==> src/source/lock_pkg.sv <==
package lock_pkg;

    // kinds of decoded key press
    typedef enum logic [1:0] {
        KEY_DIGIT  = 2'd0,
        KEY_ENTER  = 2'd1,
        KEY_CANCEL = 2'd2,
        KEY_CLEAR  = 2'd3
    } key_kind_e;

    // one decoded key press, valid for a single cycle
    typedef struct packed {
        logic      valid;
        key_kind_e kind;
        logic [3:0] digit;  // only meaningful for KEY_DIGIT
    } key_event_t;

    typedef enum logic [1:0] {
        TONE_CLICK   = 2'd0,
        TONE_SUCCESS = 2'd1,
        TONE_FAIL    = 2'd2
    } tone_kind_e;

    // start request for the buzzer, replaces any running tone
    typedef struct packed {
        logic       valid;
        tone_kind_e kind;
    } tone_req_t;

    typedef enum logic [1:0] {
        ST_ENTRY  = 2'd0,
        ST_OPEN   = 2'd1,
        ST_LOCKED = 2'd2
    } lock_state_e;

    localparam logic [3:0]  BLANK_NIBBLE = 4'hF;    // dark digit
    localparam logic [11:0] OPEN_GLYPH   = 12'hBCC; // shown while open

    localparam int CODE_DIGITS = 3;
    localparam int TRY_W       = 3;

endpackage

==> src/source/key_decoder.sv <==
`timescale 1ns/1ps

module key_decoder import lock_pkg::*; (
    input  logic        clk,
    input  logic        arst_n,
    input  logic [15:0] onehot,
    output key_event_t  key
);

    logic [15:0] onehot_q;  // keypad sampled once
    logic [15:0] prev_q;    // value seen one cycle earlier
    key_event_t  dec;       // decode of onehot_q, valid means legal code

    always_comb begin
        dec = '{valid: 1'b1, kind: KEY_DIGIT, digit: 4'h0};
        case (onehot_q)
            16'h0008: dec.digit = 4'd0;
            16'h0080: dec.digit = 4'd1;
            16'h0040: dec.digit = 4'd2;
            16'h0020: dec.digit = 4'd3;
            16'h0800: dec.digit = 4'd4;
            16'h0400: dec.digit = 4'd5;
            16'h0200: dec.digit = 4'd6;
            16'h8000: dec.digit = 4'd7;
            16'h4000: dec.digit = 4'd8;
            16'h2000: dec.digit = 4'd9;
            16'h0001: dec.kind  = KEY_ENTER;
            16'h1000: dec.kind  = KEY_CANCEL;
            16'h0100: dec.kind  = KEY_CLEAR;
            default:  dec.valid = 1'b0;  // release, unused keys, chords
        endcase
    end

    always_ff @(posedge clk or negedge arst_n) begin
        if (!arst_n) begin
            onehot_q <= '0;
            prev_q   <= '0;
            key      <= '0;
        end else begin
            onehot_q  <= onehot;
            prev_q    <= onehot_q;
            key.valid <= dec.valid && (onehot_q != prev_q);  // only on a fresh code
            key.kind  <= dec.kind;
            key.digit <= dec.digit;
        end
    end

    // a press produces exactly one strobe, never back to back
    assert property (@(posedge clk) disable iff (!arst_n)
        key.valid |=> !key.valid)
        else $error("key_decoder: key strobe high two cycles in a row");

endmodule

==> src/source/code_entry.sv <==
`timescale 1ns/1ps

module code_entry import lock_pkg::*; #(
    parameter logic [11:0] SECRET    = 12'h246,
    parameter int          MAX_TRIES = 3
) (
    input  logic             clk,
    input  logic             arst_n,
    input  key_event_t       key,
    input  logic [7:0]       secs_left,
    input  logic             lock_done,
    output logic [11:0]      display,
    output lock_state_e      state,
    output logic [TRY_W-1:0] tries,
    output logic             lock_start,
    output tone_req_t        tone
);

    localparam int CNT_W = $clog2(CODE_DIGITS + 1);
    localparam logic [11:0] BLANK = {3{BLANK_NIBBLE}};

    logic [11:0]      entry;  // digits typed so far, newest in low nibble
    logic [CNT_W-1:0] cnt;    // number of digits held

    always_ff @(posedge clk or negedge arst_n) begin
        if (!arst_n) begin
            state      <= ST_ENTRY;
            entry      <= BLANK;
            cnt        <= '0;
            tries      <= '0;
            lock_start <= 1'b0;
            tone       <= '0;
        end else begin
            lock_start <= 1'b0;
            tone.valid <= 1'b0;
            case (state)
                ST_ENTRY: begin
                    if (key.valid) begin
                        case (key.kind)
                            KEY_DIGIT: begin
                                if (cnt < CNT_W'(CODE_DIGITS)) begin
                                    entry <= {entry[7:0], key.digit};
                                    cnt   <= cnt + 1'b1;
                                    tone  <= '{valid: 1'b1, kind: TONE_CLICK};
                                end
                            end
                            KEY_ENTER: begin
                                if (cnt == CNT_W'(CODE_DIGITS)) begin  // short entry ignored
                                    cnt <= '0;
                                    if (entry == SECRET) begin
                                        state <= ST_OPEN;
                                        entry <= OPEN_GLYPH;
                                        tone  <= '{valid: 1'b1, kind: TONE_SUCCESS};
                                    end else begin
                                        entry <= BLANK;
                                        tone  <= '{valid: 1'b1, kind: TONE_FAIL};
                                        if (tries == TRY_W'(MAX_TRIES - 1)) begin
                                            state      <= ST_LOCKED;
                                            tries      <= '0;
                                            lock_start <= 1'b1;
                                        end else begin
                                            tries <= tries + 1'b1;
                                        end
                                    end
                                end
                            end
                            KEY_CANCEL: begin
                                entry <= BLANK;  // tries kept
                                cnt   <= '0;
                            end
                            KEY_CLEAR: begin
                                entry <= BLANK;
                                cnt   <= '0;
                                tries <= '0;
                            end
                            default: ;
                        endcase
                    end
                end
                ST_OPEN: begin
                    if (key.valid && key.kind == KEY_CLEAR) begin  // only clear leaves open
                        state <= ST_ENTRY;
                        entry <= BLANK;
                        cnt   <= '0;
                        tries <= '0;
                    end
                end
                ST_LOCKED: begin
                    if (lock_done) begin  // keys are dropped until here
                        state <= ST_ENTRY;
                        entry <= BLANK;
                        cnt   <= '0;
                    end
                end
                default: state <= ST_ENTRY;
            endcase
        end
    end

    // countdown replaces the entry while locked
    assign display = (state == ST_LOCKED) ? {4'h0, secs_left} : entry;

    // held digits are the non-blank nibbles of the entry
    assert property (@(posedge clk) disable iff (!arst_n)
        state == ST_ENTRY |-> int'(cnt) == (entry[3:0] != BLANK_NIBBLE)
                                         + (entry[7:4] != BLANK_NIBBLE)
                                         + (entry[11:8] != BLANK_NIBBLE))
        else $error("code_entry: digit count does not match the held digits");

endmodule

==> src/source/lockout_timer.sv <==
`timescale 1ns/1ps

module lockout_timer #(
    parameter int LOCK_SECS = 12,
    parameter int TICK_DIV  = 50_000_000
) (
    input  logic       clk,
    input  logic       arst_n,
    input  logic       lock_start,
    output logic [7:0] secs_left,
    output logic       lock_done
);

    localparam int DIV_W = (TICK_DIV > 1) ? $clog2(TICK_DIV) : 1;
    localparam logic [7:0] LOCK_BCD = {4'(LOCK_SECS / 10), 4'(LOCK_SECS % 10)};

    logic [DIV_W-1:0] div_cnt;
    logic             running;
    logic             tick;

    assign tick = running && (div_cnt == DIV_W'(TICK_DIV - 1));

    always_ff @(posedge clk or negedge arst_n) begin
        if (!arst_n) begin
            div_cnt   <= '0;
            running   <= 1'b0;
            secs_left <= LOCK_BCD;  // idle value, ready for the next lockout
            lock_done <= 1'b0;
        end else begin
            lock_done <= 1'b0;
            if (lock_start) begin
                div_cnt   <= '0;
                running   <= 1'b1;
                secs_left <= LOCK_BCD;
            end else if (running) begin
                div_cnt <= tick ? '0 : div_cnt + 1'b1;
                if (tick) begin
                    if (secs_left[3:0] == 4'd0) begin
                        secs_left <= {secs_left[7:4] - 4'd1, 4'd9};  // borrow from tens
                    end else begin
                        secs_left[3:0] <= secs_left[3:0] - 4'd1;
                    end
                    if (secs_left == 8'h01) begin
                        running   <= 1'b0;  // stops at 00
                        lock_done <= 1'b1;
                    end
                end
            end else if (lock_done) begin
                secs_left <= LOCK_BCD;  // reload once the lock is released
            end
        end
    end

    assert property (@(posedge clk) disable iff (!arst_n)
        secs_left[3:0] <= 4'd9 && secs_left[7:4] <= 4'd9)
        else $error("lockout_timer: countdown left decimal range");

endmodule

==> src/source/buzzer_tone.sv <==
`timescale 1ns/1ps

module buzzer_tone import lock_pkg::*; #(
    parameter int TONE_HALF = 50_000,
    parameter int TONE_LEN  = 10_000_000
) (
    input  logic      clk,
    input  logic      arst_n,
    input  tone_req_t tone,
    output logic      buzzer
);

    localparam int FAST_HALF = (TONE_HALF > 1) ? TONE_HALF / 2 : 1;
    localparam int HALF_W    = $clog2(2 * TONE_HALF + 1);
    localparam int LEN_W     = $clog2(3 * TONE_LEN + 1);

    logic              active;
    tone_kind_e        kind_q;
    logic [HALF_W-1:0] half_cnt;
    logic [LEN_W-1:0]  len_cnt;
    logic              phase;     // square wave before muting
    logic [HALF_W-1:0] half_lim;
    logic [LEN_W-1:0]  dur_lim;
    logic              half_end;
    logic              phase_nxt;
    logic [LEN_W-1:0]  len_nxt;
    logic              mute_nxt;  // silent middle part of the fail tone

    always_comb begin
        case (kind_q)
            TONE_SUCCESS: begin
                half_lim = HALF_W'(FAST_HALF);
                dur_lim  = LEN_W'(3 * TONE_LEN);
            end
            TONE_FAIL: begin
                half_lim = HALF_W'(2 * TONE_HALF);
                dur_lim  = LEN_W'(3 * TONE_LEN);
            end
            default: begin
                half_lim = HALF_W'(TONE_HALF);
                dur_lim  = LEN_W'(TONE_LEN);
            end
        endcase
    end

    assign half_end  = (half_cnt == half_lim - 1'b1);
    assign phase_nxt = half_end ? ~phase : phase;
    assign len_nxt   = len_cnt + 1'b1;
    assign mute_nxt  = (kind_q == TONE_FAIL) && (len_nxt >= LEN_W'(TONE_LEN))
                       && (len_nxt < LEN_W'(2 * TONE_LEN));

    always_ff @(posedge clk or negedge arst_n) begin
        if (!arst_n) begin
            active   <= 1'b0;
            kind_q   <= TONE_CLICK;
            half_cnt <= '0;
            len_cnt  <= '0;
            phase    <= 1'b0;
            buzzer   <= 1'b0;
        end else if (tone.valid) begin  // new request restarts the tone
            active   <= 1'b1;
            kind_q   <= tone.kind;
            half_cnt <= '0;
            len_cnt  <= '0;
            phase    <= 1'b1;
            buzzer   <= 1'b1;
        end else if (active) begin
            len_cnt  <= len_nxt;
            half_cnt <= half_end ? '0 : half_cnt + 1'b1;
            phase    <= phase_nxt;
            if (len_nxt == dur_lim) begin
                active <= 1'b0;  // duration over
                buzzer <= 1'b0;
            end else begin
                buzzer <= phase_nxt && !mute_nxt;
            end
        end else begin
            buzzer <= 1'b0;
        end
    end

    assert property (@(posedge clk) disable iff (!arst_n)
        !active |-> !buzzer)
        else $error("buzzer_tone: buzzer high with no tone running");

endmodule

==> src/source/code_lock_top.sv <==
`timescale 1ns/1ps

module code_lock_top import lock_pkg::*; #(
    parameter logic [11:0] SECRET    = 12'h246,
    parameter int          MAX_TRIES = 3,
    parameter int          LOCK_SECS = 12,
    parameter int          TICK_DIV  = 50_000_000,
    parameter int          TONE_HALF = 50_000,
    parameter int          TONE_LEN  = 10_000_000
) (
    input  logic             clk,
    input  logic             arst_n,
    input  logic [15:0]      onehot,
    output logic [11:0]      display,
    output lock_state_e      state,
    output logic [TRY_W-1:0] tries,
    output logic             buzzer
);

    key_event_t key;
    tone_req_t  tone;
    logic       lock_start;
    logic       lock_done;
    logic [7:0] secs_left;  // two BCD digits

    key_decoder u_key_decoder (
        .clk    (clk),
        .arst_n (arst_n),
        .onehot (onehot),
        .key    (key)
    );

    code_entry #(
        .SECRET    (SECRET),
        .MAX_TRIES (MAX_TRIES)
    ) u_code_entry (
        .clk        (clk),
        .arst_n     (arst_n),
        .key        (key),
        .secs_left  (secs_left),
        .lock_done  (lock_done),
        .display    (display),
        .state      (state),
        .tries      (tries),
        .lock_start (lock_start),
        .tone       (tone)
    );

    lockout_timer #(
        .LOCK_SECS (LOCK_SECS),
        .TICK_DIV  (TICK_DIV)
    ) u_lockout_timer (
        .clk        (clk),
        .arst_n     (arst_n),
        .lock_start (lock_start),
        .secs_left  (secs_left),
        .lock_done  (lock_done)
    );

    buzzer_tone #(
        .TONE_HALF (TONE_HALF),
        .TONE_LEN  (TONE_LEN)
    ) u_buzzer_tone (
        .clk    (clk),
        .arst_n (arst_n),
        .tone   (tone),
        .buzzer (buzzer)
    );

endmodule

==> config.mk <==
export PLATFORM = sky130hd
export DESIGN_NAME = code_lock_top
export DESIGN_NICKNAME = d
export VERILOG_FILES = /design/src/source/lock_pkg.sv /design/src/source/key_decoder.sv /design/src/source/code_entry.sv /design/src/source/lockout_timer.sv /design/src/source/buzzer_tone.sv /design/src/source/code_lock_top.sv
export SDC_FILE = /design/constraint.sdc
export NUM_CORES = 1
export LEC_CHECK = 0
export BUFFER_PORTS_ARGS = -buffer_cell sky130_fd_sc_hd__buf_2
export CORE_ASPECT_RATIO = 0.6
export CORE_UTILIZATION = 30
export DETAILED_ROUTE_END_ITERATION = 16
export PLACE_DENSITY_LB_ADDON = 0.15
export SYNTH_ARGS = -nofsm -noshare
export SYNTH_HDL_FRONTEND = slang
export SYNTH_HIERARCHICAL = 1
export SYNTH_SLANG_ARGS = --single-unit
==> constraint.sdc <==
create_clock -name clk -period 3.1 [get_ports clk]
set_input_delay 0.465 -clock clk [delete_from_list [all_inputs] [get_ports clk]]
set_output_delay 0.465 -clock clk [all_outputs]
set_load 0.01 [all_outputs]
==> summary by stage, run 1 <==
Status
The run finished, with violations left. The checks that failed: negative hold slack.

Die
The die covers 29,490 sq um. In this run the count of I/O pins placed on the die edge is 36. Once the floorplan was initialized, standard cells occupied 30.91% of the core. The region available for standard cell placement spans 27,930 sq um. The die is 133.4 microns tall.

In this run the core area contains 47 standard-cell rows. The floorplan step set the die width to 221.0 microns.

CTS
The number of clock buffers added by TritonCTS is 17. Buffers added to address setup during post-CTS repair amount to 0. The clock reaches the later pin of the worst-skew pair after 440 ps. TritonCTS built the clock tree. After clock tree synthesis, the clock-pin slew on the worst setup and hold paths is 70 ps. The H-tree was split into 4 levels. The longest clock path from root to sink contains 2 buffers. Clock tree synthesis selected as its root buffer the cell clkbuf_16.

In this run, post-CTS hold repair placed 0 buffers. Post-CTS repair changed the size of 0 cells. The number of clock sinks is 145.

Timing
The timing-limited maximum frequency is 348.9 MHz. The actual transition at the worst max-transition pin is 834.4 ps. The summed negative setup slack over all endpoints is 0 ps. Setup repair after global routing left no endpoint under its margin.

The final setup violation count is 0. The worst path uses 92.46% of the clock period. The worst clock skew on the final layout is 12.94 ps.

The minimum hold slack is -8.937 ps. The max-slew headroom at the worst pin is 44.37%. The number of max-slew violations in the final report came to 0. The post-route minimum period is 2866 ps. The count of endpoints failing hold in the final timing report was 5.

Synthesis
In the post-synthesis netlist, the biggest area contributors are dfrtp_1 38%, dfstp_2 4.3%, xor2_1 3.8%. The sequential cell area fraction in the yosys report is 42.23%. Yosys printed 6 warnings. For this run, asynchronously set or reset flops after synthesis account for 100.0%. The cell area after technology mapping is 8635 sq um.

In this run, synthesis produced a sequential element count of 145. After synthesis, the netlist uses 91 different library cells. The post-synthesis net count is 971. In this run, synthesis inferred 0 flip-flops with an integrated enable. In the synthesized netlist the dominant register cell turns out to be dfrtp_1. The mean post-synth cell area is 9.186 sq um. Counting every instance in the synthesized netlist gives 940. The synthesized design devotes to its leading area cell type 37.97% of total area.

The largest total area in the synthesized netlist belongs to dfrtp_1.

Layout
Cells with a size suffix above 1 make up 16.46% of the layout. For this run, the share of the core covered by cells in the final layout is 35.28%. After the last flow step, the layout net total stands at 996. The synthesis-to-finish area growth is 14.13%. The post-layout instance area is 9854 sq um. The count of antenna diodes in the layout is 0.

Run
The count of maximum capacitance violations is 0.

Worst setup path
The signal arrival time at the worst endpoint is 3180 ps. The signal on the critical path passes through ha_1 -> nand4_2 -> or4_1 -> o21a_1 -> or2_1 -> or4_4 -> a221oi_2 -> a31oi_1. The highest cell delay on the worst timing path is 570 ps. For the worst setup path, the data required time is 3410 ps.

The number of cells traversed by the worst register-to-register path is 8. The highest fanout seen on the critical path is 8. The capturing element type of the critical path is a flip-flop. In this run the worst setup path begins at u_buzzer_tone/len_cnt[1]. The cell with the biggest individual delay on the critical path is or4_1.

The reg-to-reg critical path startpoint is u_buzzer_tone/len_cnt[1]. The critical path class is flip-flop to flip-flop. The startpoint class of the critical path is a flip-flop.

Routing
The remaining antenna violation count is 0. In this run, the number of DRC markers left after iteration 0 of detailed routing was 661. For this run, the detailed router's first-pass iteration total came to 5. In the final routed layout, each cell accounts on average for 17.33 microns. Detailed routing inserted a total of 7,126 vias.

For this run, design rule violations remaining after detail routing come to 0. Using the TritonRoute via totals, the vias-per-cell ratio works out to 5.298. The routed design has 23.31 mm of wire.

Global route
The wire length of the first global-routing pass is 37.44 mm. The number of antenna violations at the first check in global routing is 0. The all-layer global routing usage is 16.23%. For this run the aggregate overflow at the end of global routing stands at 0. The via count of the first global-routing pass is 6,401. Entering global routing, the biggest net connects 57 pins.

Power
Dividing total power by cell area gives a power density of 438.9 nW/um^2. The worst-case IR drop observed on VDD is 380.3 uV. The leakage dissipation is 3.985 nW. The overall power consumption is 4.325 mW.

Placement
In this run the cell area measured after placement is 9235 sq um. The total half-perimeter wirelength after legalization and detailed placement is 16.73 mm. The final weighted congestion of routability-driven global placement is 0.8127. The number of port buffers is 35.

Min path
The class of the most critical hold timing path is input pin to asynchronous set/reset pin.
-- cells in the final DEF (no fill, tap or decap), types with 5 or more instances in the layout --
cell type / instances
o211ai_1: 5
dfstp_2: 14
nor2b_1: 12
nand4_1: 17
buf_4: 35
and2_1: 6
and4_1: 9
o21ai_0: 55
or3_1: 12
nor2_1: 66
nand3_1: 41
dfrtp_1: 131
o31ai_1: 8
buf_2: 34
o31a_1: 6
nand2b_1: 12
xnor2_1: 25
a21oi_1: 44
o41ai_1: 5
nor3_1: 25
xor2_1: 37
inv_6: 5
nand3b_1: 6
nand2_1: 83
nor4_1: 28
mux2i_1: 13
and3_1: 17
clkbuf_16: 17
a211oi_1: 7
inv_1: 29
or4_1: 8
a31oi_1: 43
ha_1: 13
-- worst max-delay path: cells and delay by family (launching register included) --
kind | cells | cell delay, ps
DFF | 1 | 460
adders and majority gates | 1 | 250
and+or+nand+nor | 4 | 1470
AOI/OAI and AO/OA | 3 | 570
-- cell usage after synthesis, drive strengths merged (8+ instances only) --
cell type,instances
a31oi,43
a21oi,46
and3,18
nor4,33
o21ai,55
nand3,44
o31ai,8
ha,13
nand4,19
mux2i,13
dfrtp,131
buf,22
nor2b,12
clkbuf,42
or4,12
nand2,83
nand2b,12
inv,29
a211oi,9
or3,15
xnor2,25
nor2,67
dfstp,14
nor3,25
and4,12
xor2,37
-- final cells by class --
class                      instances  area (sq um)
fill                            2839         18080
multi-input combinational        701          4557
clock inverter                    13         166.4
timing repair buffer              71         464.2
inverter                          29         108.9
tap                              367         459.2
sequential                       145          3646
clock buffer                      19         452.9
-- metal layers --
metal  up-vias  GRT usage (%)  share of wire, %
met1      3433          27.51                58
li1       3508              -                 -
met5         -              0                 0
met4         0          3.652              0.73
met2       169          18.86                35
met3        16          4.367               5.3
-- worst paths after layout --
| check | endpoint | slack, ps |
|---|---|---|
| min in group clk | u_key_decoder/onehot_q[10] | 120 |
| max in group asynchronous | u_key_decoder/prev_q[8] | 2350 |
| max | u_buzzer_tone/buzzer | 230 |
| max reg2reg | u_buzzer_tone/buzzer | 230 |
| min reg2reg | u_code_entry/entry[2] | 470 |
| min | u_buzzer_tone/half_cnt[11] | -9 |
-- flip-flops by register name (all words and copies together), names as in the netlist --
name,cells
u_key_decoder/onehot_q,16
u_buzzer_tone/active,1
u_code_entry/cnt,2
u_buzzer_tone/kind_q,2
u_code_entry/state,2
u_lockout_timer/running,1
u_buzzer_tone/half_cnt,17
u_code_entry/tries,3
u_code_entry/tone,3
u_key_decoder/key,7
u_lockout_timer/div_cnt,26
u_lockout_timer/lock_done,1
u_buzzer_tone/phase,1
u_key_decoder/prev_q,16
u_buzzer_tone/len_cnt,25
u_buzzer_tone/buzzer,1
u_code_entry/entry,12
u_lockout_timer/secs_left,8
u_code_entry/lock_start,1
-- report_power, final --
group | total [mW] | internal, mW | switching [mW]
sequential | 1.98 | 1.93 | 0.0487
clock | 2.18 | 1.26 | 0.924
combinational | 0.162 | 0.0649 | 0.0968
-- stage by stage --
| step | worst slack, ps | instances |
|---|---|---|
| after floorplan | 230.7 | 940 |
| after global placement | 266.8 | 1313 |
| after detailed placement | 282.8 | 1313 |
| after CTS | 246.6 | 1345 |
| after global routing | 92.92 | 1345 |
| final | 233.7 | 1345 |
-- logic make-up (layout without fill, tap and decap cells) --
logic type | count (synthesis) | count (layout) | synth area share [%]
and+or+nand+nor | 394 | 394 | 26.32
AOI/OAI and AO/OA | 215 | 215 | 16.26
DFF | 145 | 145 | 42.23
buffers and inverters | 94 | 132 | 4.999
xor gates and xnor gates | 62 | 62 | 6.289
muxes | 17 | 17 | 2.029
adders and majority gates | 13 | 13 | 1.884
Note: power is estimated with default switching activity, not from simulation.
==> inputs of run 2 (changes only) <==
==> constraint.sdc (replaced) <==
create_clock -name clk -period 2.9 [get_ports clk]
set_input_delay 0.145 -clock clk [delete_from_list [all_inputs] [get_ports clk]]
set_output_delay 0.145 -clock clk [all_outputs]
set_load 0.01 [all_outputs]
==> run 2 against run 1 <==
The flow now finishes without violations. Clock skew shrank 3.4 ps. Global-route usage grew 0.48 points. Sequential power grew 7%. Power grew 5.5%. Flip-flop and latch count is the same. Combinational power grew 20%. Highest routed layer unchanged.
==> summary by stage, run 2 (same netlist as run 1, synthesis figures left out) <==
Status
The flow ran to the end, and the final reports show no timing, DRC or antenna violations.

Power
The power per cell area is 453.6 nW/um^2 (+3.3%). The maximum vdd drop came to 290.8 uV (-24%). The leakage dissipation was 4.084 nW (+2.5%).

Worst setup path
The cell family with the largest share of critical-path delay is simple AND/OR/NAND/NOR gates. The required time reported for the critical path endpoint is 3210 ps (-200 ps). The signal arrival time at the worst endpoint is 3080 ps (-100 ps). The number of buffers and inverters on the critical path was 0 (unchanged). The highest fanout seen on the critical path was 9 (+1). STA classifies the critical path startpoint as a flip-flop. The worst setup path is captured at a flip-flop. The highest cell delay on the worst timing path is 570 ps (about the same). By startpoint and endpoint, the worst setup path is classified as flip-flop to flip-flop. The signal on the critical path passes through nand4_2 -> or4_1 -> o21a_1 -> or2_1 -> or4_4 -> a221oi_2 -> a31oi_1. Among all stages on the critical path, the largest delay is contributed by or4_1.

Run
The count of maximum capacitance violations was 0 (unchanged).

Die
The I/O pin count is 36 (unchanged). The effective utilization at floorplan is 30.91% (unchanged). The die boundary width is 221.0 microns (unchanged). The area of the core came to 27,930 sq um (unchanged).

The area of the die is 29,490 sq um (unchanged). The number of placement rows is 47 (unchanged). The height of the die is 133.4 microns (unchanged).

CTS
The master cell of the clock root buffer is clkbuf_16. The number of buffers created by CTS was 17 (unchanged). The clock latency at the later pin of the worst-skew pair is 440 ps (about the same). The maximum number of buffers from clock root to sink came to 2 (unchanged). The clock-pin slew on the worst setup and hold paths came to 70 ps (about the same). The number of clock sinks was 145 (unchanged). TritonCTS built the clock tree. The H-tree level count was 4 (unchanged). The post-cts resize count is 0 (unchanged).

Global route
The final global-route overflow total came to 0 (unchanged). The wire length of the first global-routing pass came to 38.54 mm (+2.9%). The all-layer global routing usage is 16.71% (+0.48 points).

The via count of the first global-routing pass is 6,673 (+4.2%). The pin count of the biggest net entering global routing is 67 (+18%). The number of antenna violations at the first check in global routing is 0 (unchanged).

Timing
The final setup violation count is 0 (unchanged). The count of endpoints failing hold in the final timing report came to 0 (-5). The final critical-path share of the clock period is 95.28% (+2.8 points).

The timing-limited maximum frequency is 361.9 MHz (+3.7%). The summed negative setup slack over all endpoints is 0 ps (unchanged). The number of max-slew violations in the final report is 0 (unchanged). The post-route minimum period was 2763 ps (-103.2 ps).

Setup repair after global routing left no endpoint under its margin. The minimum hold slack is 264.5 ps (+273.5 ps). The actual transition at the worst max-transition pin is 903.6 ps (+69.19 ps).

The max-slew headroom at the worst pin is 39.20% (-5.2 points). The worst clock skew on the final layout is 9.506 ps (-3.433 ps).

Routing
The via density per instance came to 5.314 (+0.31%). The vias after detailed routing is 7,270 (+2.0%). The remaining antenna violation count is 0 (unchanged). The detailed-route DRC error count is 0 (unchanged). The average detailed-routed wire length per instance is 17.39 microns (+0.30%). The iteration-0 DRC count of the detailed router is 853 (+29%). The detailed-routing iteration count for the pre-antenna-repair pass is 6 (+1). The aggregate routed wire length is 23.78 mm (+2.0%).

Placement
The final weighted congestion of routability-driven global placement is 0.8574 (+5.5%). The number of port buffers is 35 (unchanged). The total half-perimeter wirelength after legalization and detailed placement was 16.94 mm (+1.3%).

Layout
In the final layout, the registers with the most flip-flops are u_lockout_timer/div_cnt x26, u_buzzer_tone/len_cnt x25, u_buzzer_tone/half_cnt x17. The count of antenna diodes in the layout was 0 (unchanged). In the layout the commonest cells are 131 x dfrtp_1, 83 x nand2_1, 66 x nor2_1, 55 x o21ai_0, 44 x a21oi_1. The net count reported at finish is 1,019 (+2.3%).

The count of fill cells added during filler insertion came to 2,842 (+0.11%). Ranked by flip-flop count, first place goes to u_lockout_timer/div_cnt. The fraction of final layout cells sized beyond drive strength 1 is 16.68% (+0.22 points). The flip-flop count of the largest register after layout is 26 (unchanged). The most common library cell in the layout ignoring fill and taps is dfrtp_1. Relative to the synthesized area, the layout overhead comes to 16.50%.

Min path
The class of the most critical hold timing path is input pin to asynchronous set/reset pin.
[run 2: cell count changes in the layout (fill, tap and decap cells not counted), sizes merged]
cell         change
inv              +1
bufinv           -1
clkbuf           -2
clkinv           +2
dlygate4sd3     +17
buf              +6
[run 2: area by class of cell]
type	instances	area (sq um)	share of cell area, %
Multi-Input combinational cell	701	4557	45.30
Sequential cell	145	3646	36.24
Timing Repair Buffer	94	691.9	6.878
Tap cell	367	459.2	4.565
Clock buffer	17	425.4	4.229
Clock inverter	15	171.4	1.704
Inverter	29	108.9	1.082
[run 2: power by group]
group	switching [mW]	total [mW]	internal (mW)
registers	0.0489	2.11	2.07
clock network	1.03	2.25	1.23
logic	0.109	0.195	0.0856
total	1.18	4.56	3.38
[run 2: worst paths after layout]
path / slack (ps) / endpoint / start / depth (start not counted)
max in group asynchronous: 1820 / u_buzzer_tone/half_cnt[10] / arst_n / 3
worst min-delay path: 260 / u_buzzer_tone/len_cnt[18] / arst_n / 2
worst max-delay path: 140 / u_buzzer_tone/buzzer / u_buzzer_tone/len_cnt[2] / 7
min in group clk: 340 / u_key_decoder/onehot_q[6] / onehot[6] / 2
worst max register to register: 140 / u_buzzer_tone/buzzer / u_buzzer_tone/len_cnt[2] / 7
worst min register to register: 470 / u_code_entry/entry[2] / u_key_decoder/key[2] / 2
[run 2: repair_timing]
action / CTS / global route
setup buffers: 0 / 0
hold buffers: 17 / 0
hold endpoints to repair: 65 / 0
[run 2: metal layers]
layer  up-vias  share of wire, %  global-route usage (%)
li1       3570                 -                       -
met1      3506                58                   28.40
met2       183                35                   19.78
met3        11               5.6                   3.749
met4         0              0.83                   4.079
met5         -                 0                       0
[run 2: per-stage QoR]
stage | setup WS, ps | utilization (%) | power (mW) | cell area, sq um | instances
after floorplan | 30.74 | - | 2.230 | 8635 | 940
after global placement | 255.0 | 33.27 | 2.333 | 9293 | 1319
after detailed placement | 197.7 | 33.27 | 2.334 | 9293 | 1319
after CTS | 180.5 | 36.01 | 4.647 | 10060 | 1368
after global routing | 15.28 | 36.01 | 4.738 | 10060 | 1368
final | 136.9 | 36.01 | 4.563 | 10060 | 1368
[run 2: worst reg2reg max path, stage by stage (launching register included)]
cell	delay, ps
dfrtp_1	540
nand4_2	170
or4_1	570
o21a_1	260
or2_1	250
or4_4	550
a221oi_2	240
a31oi_1	60
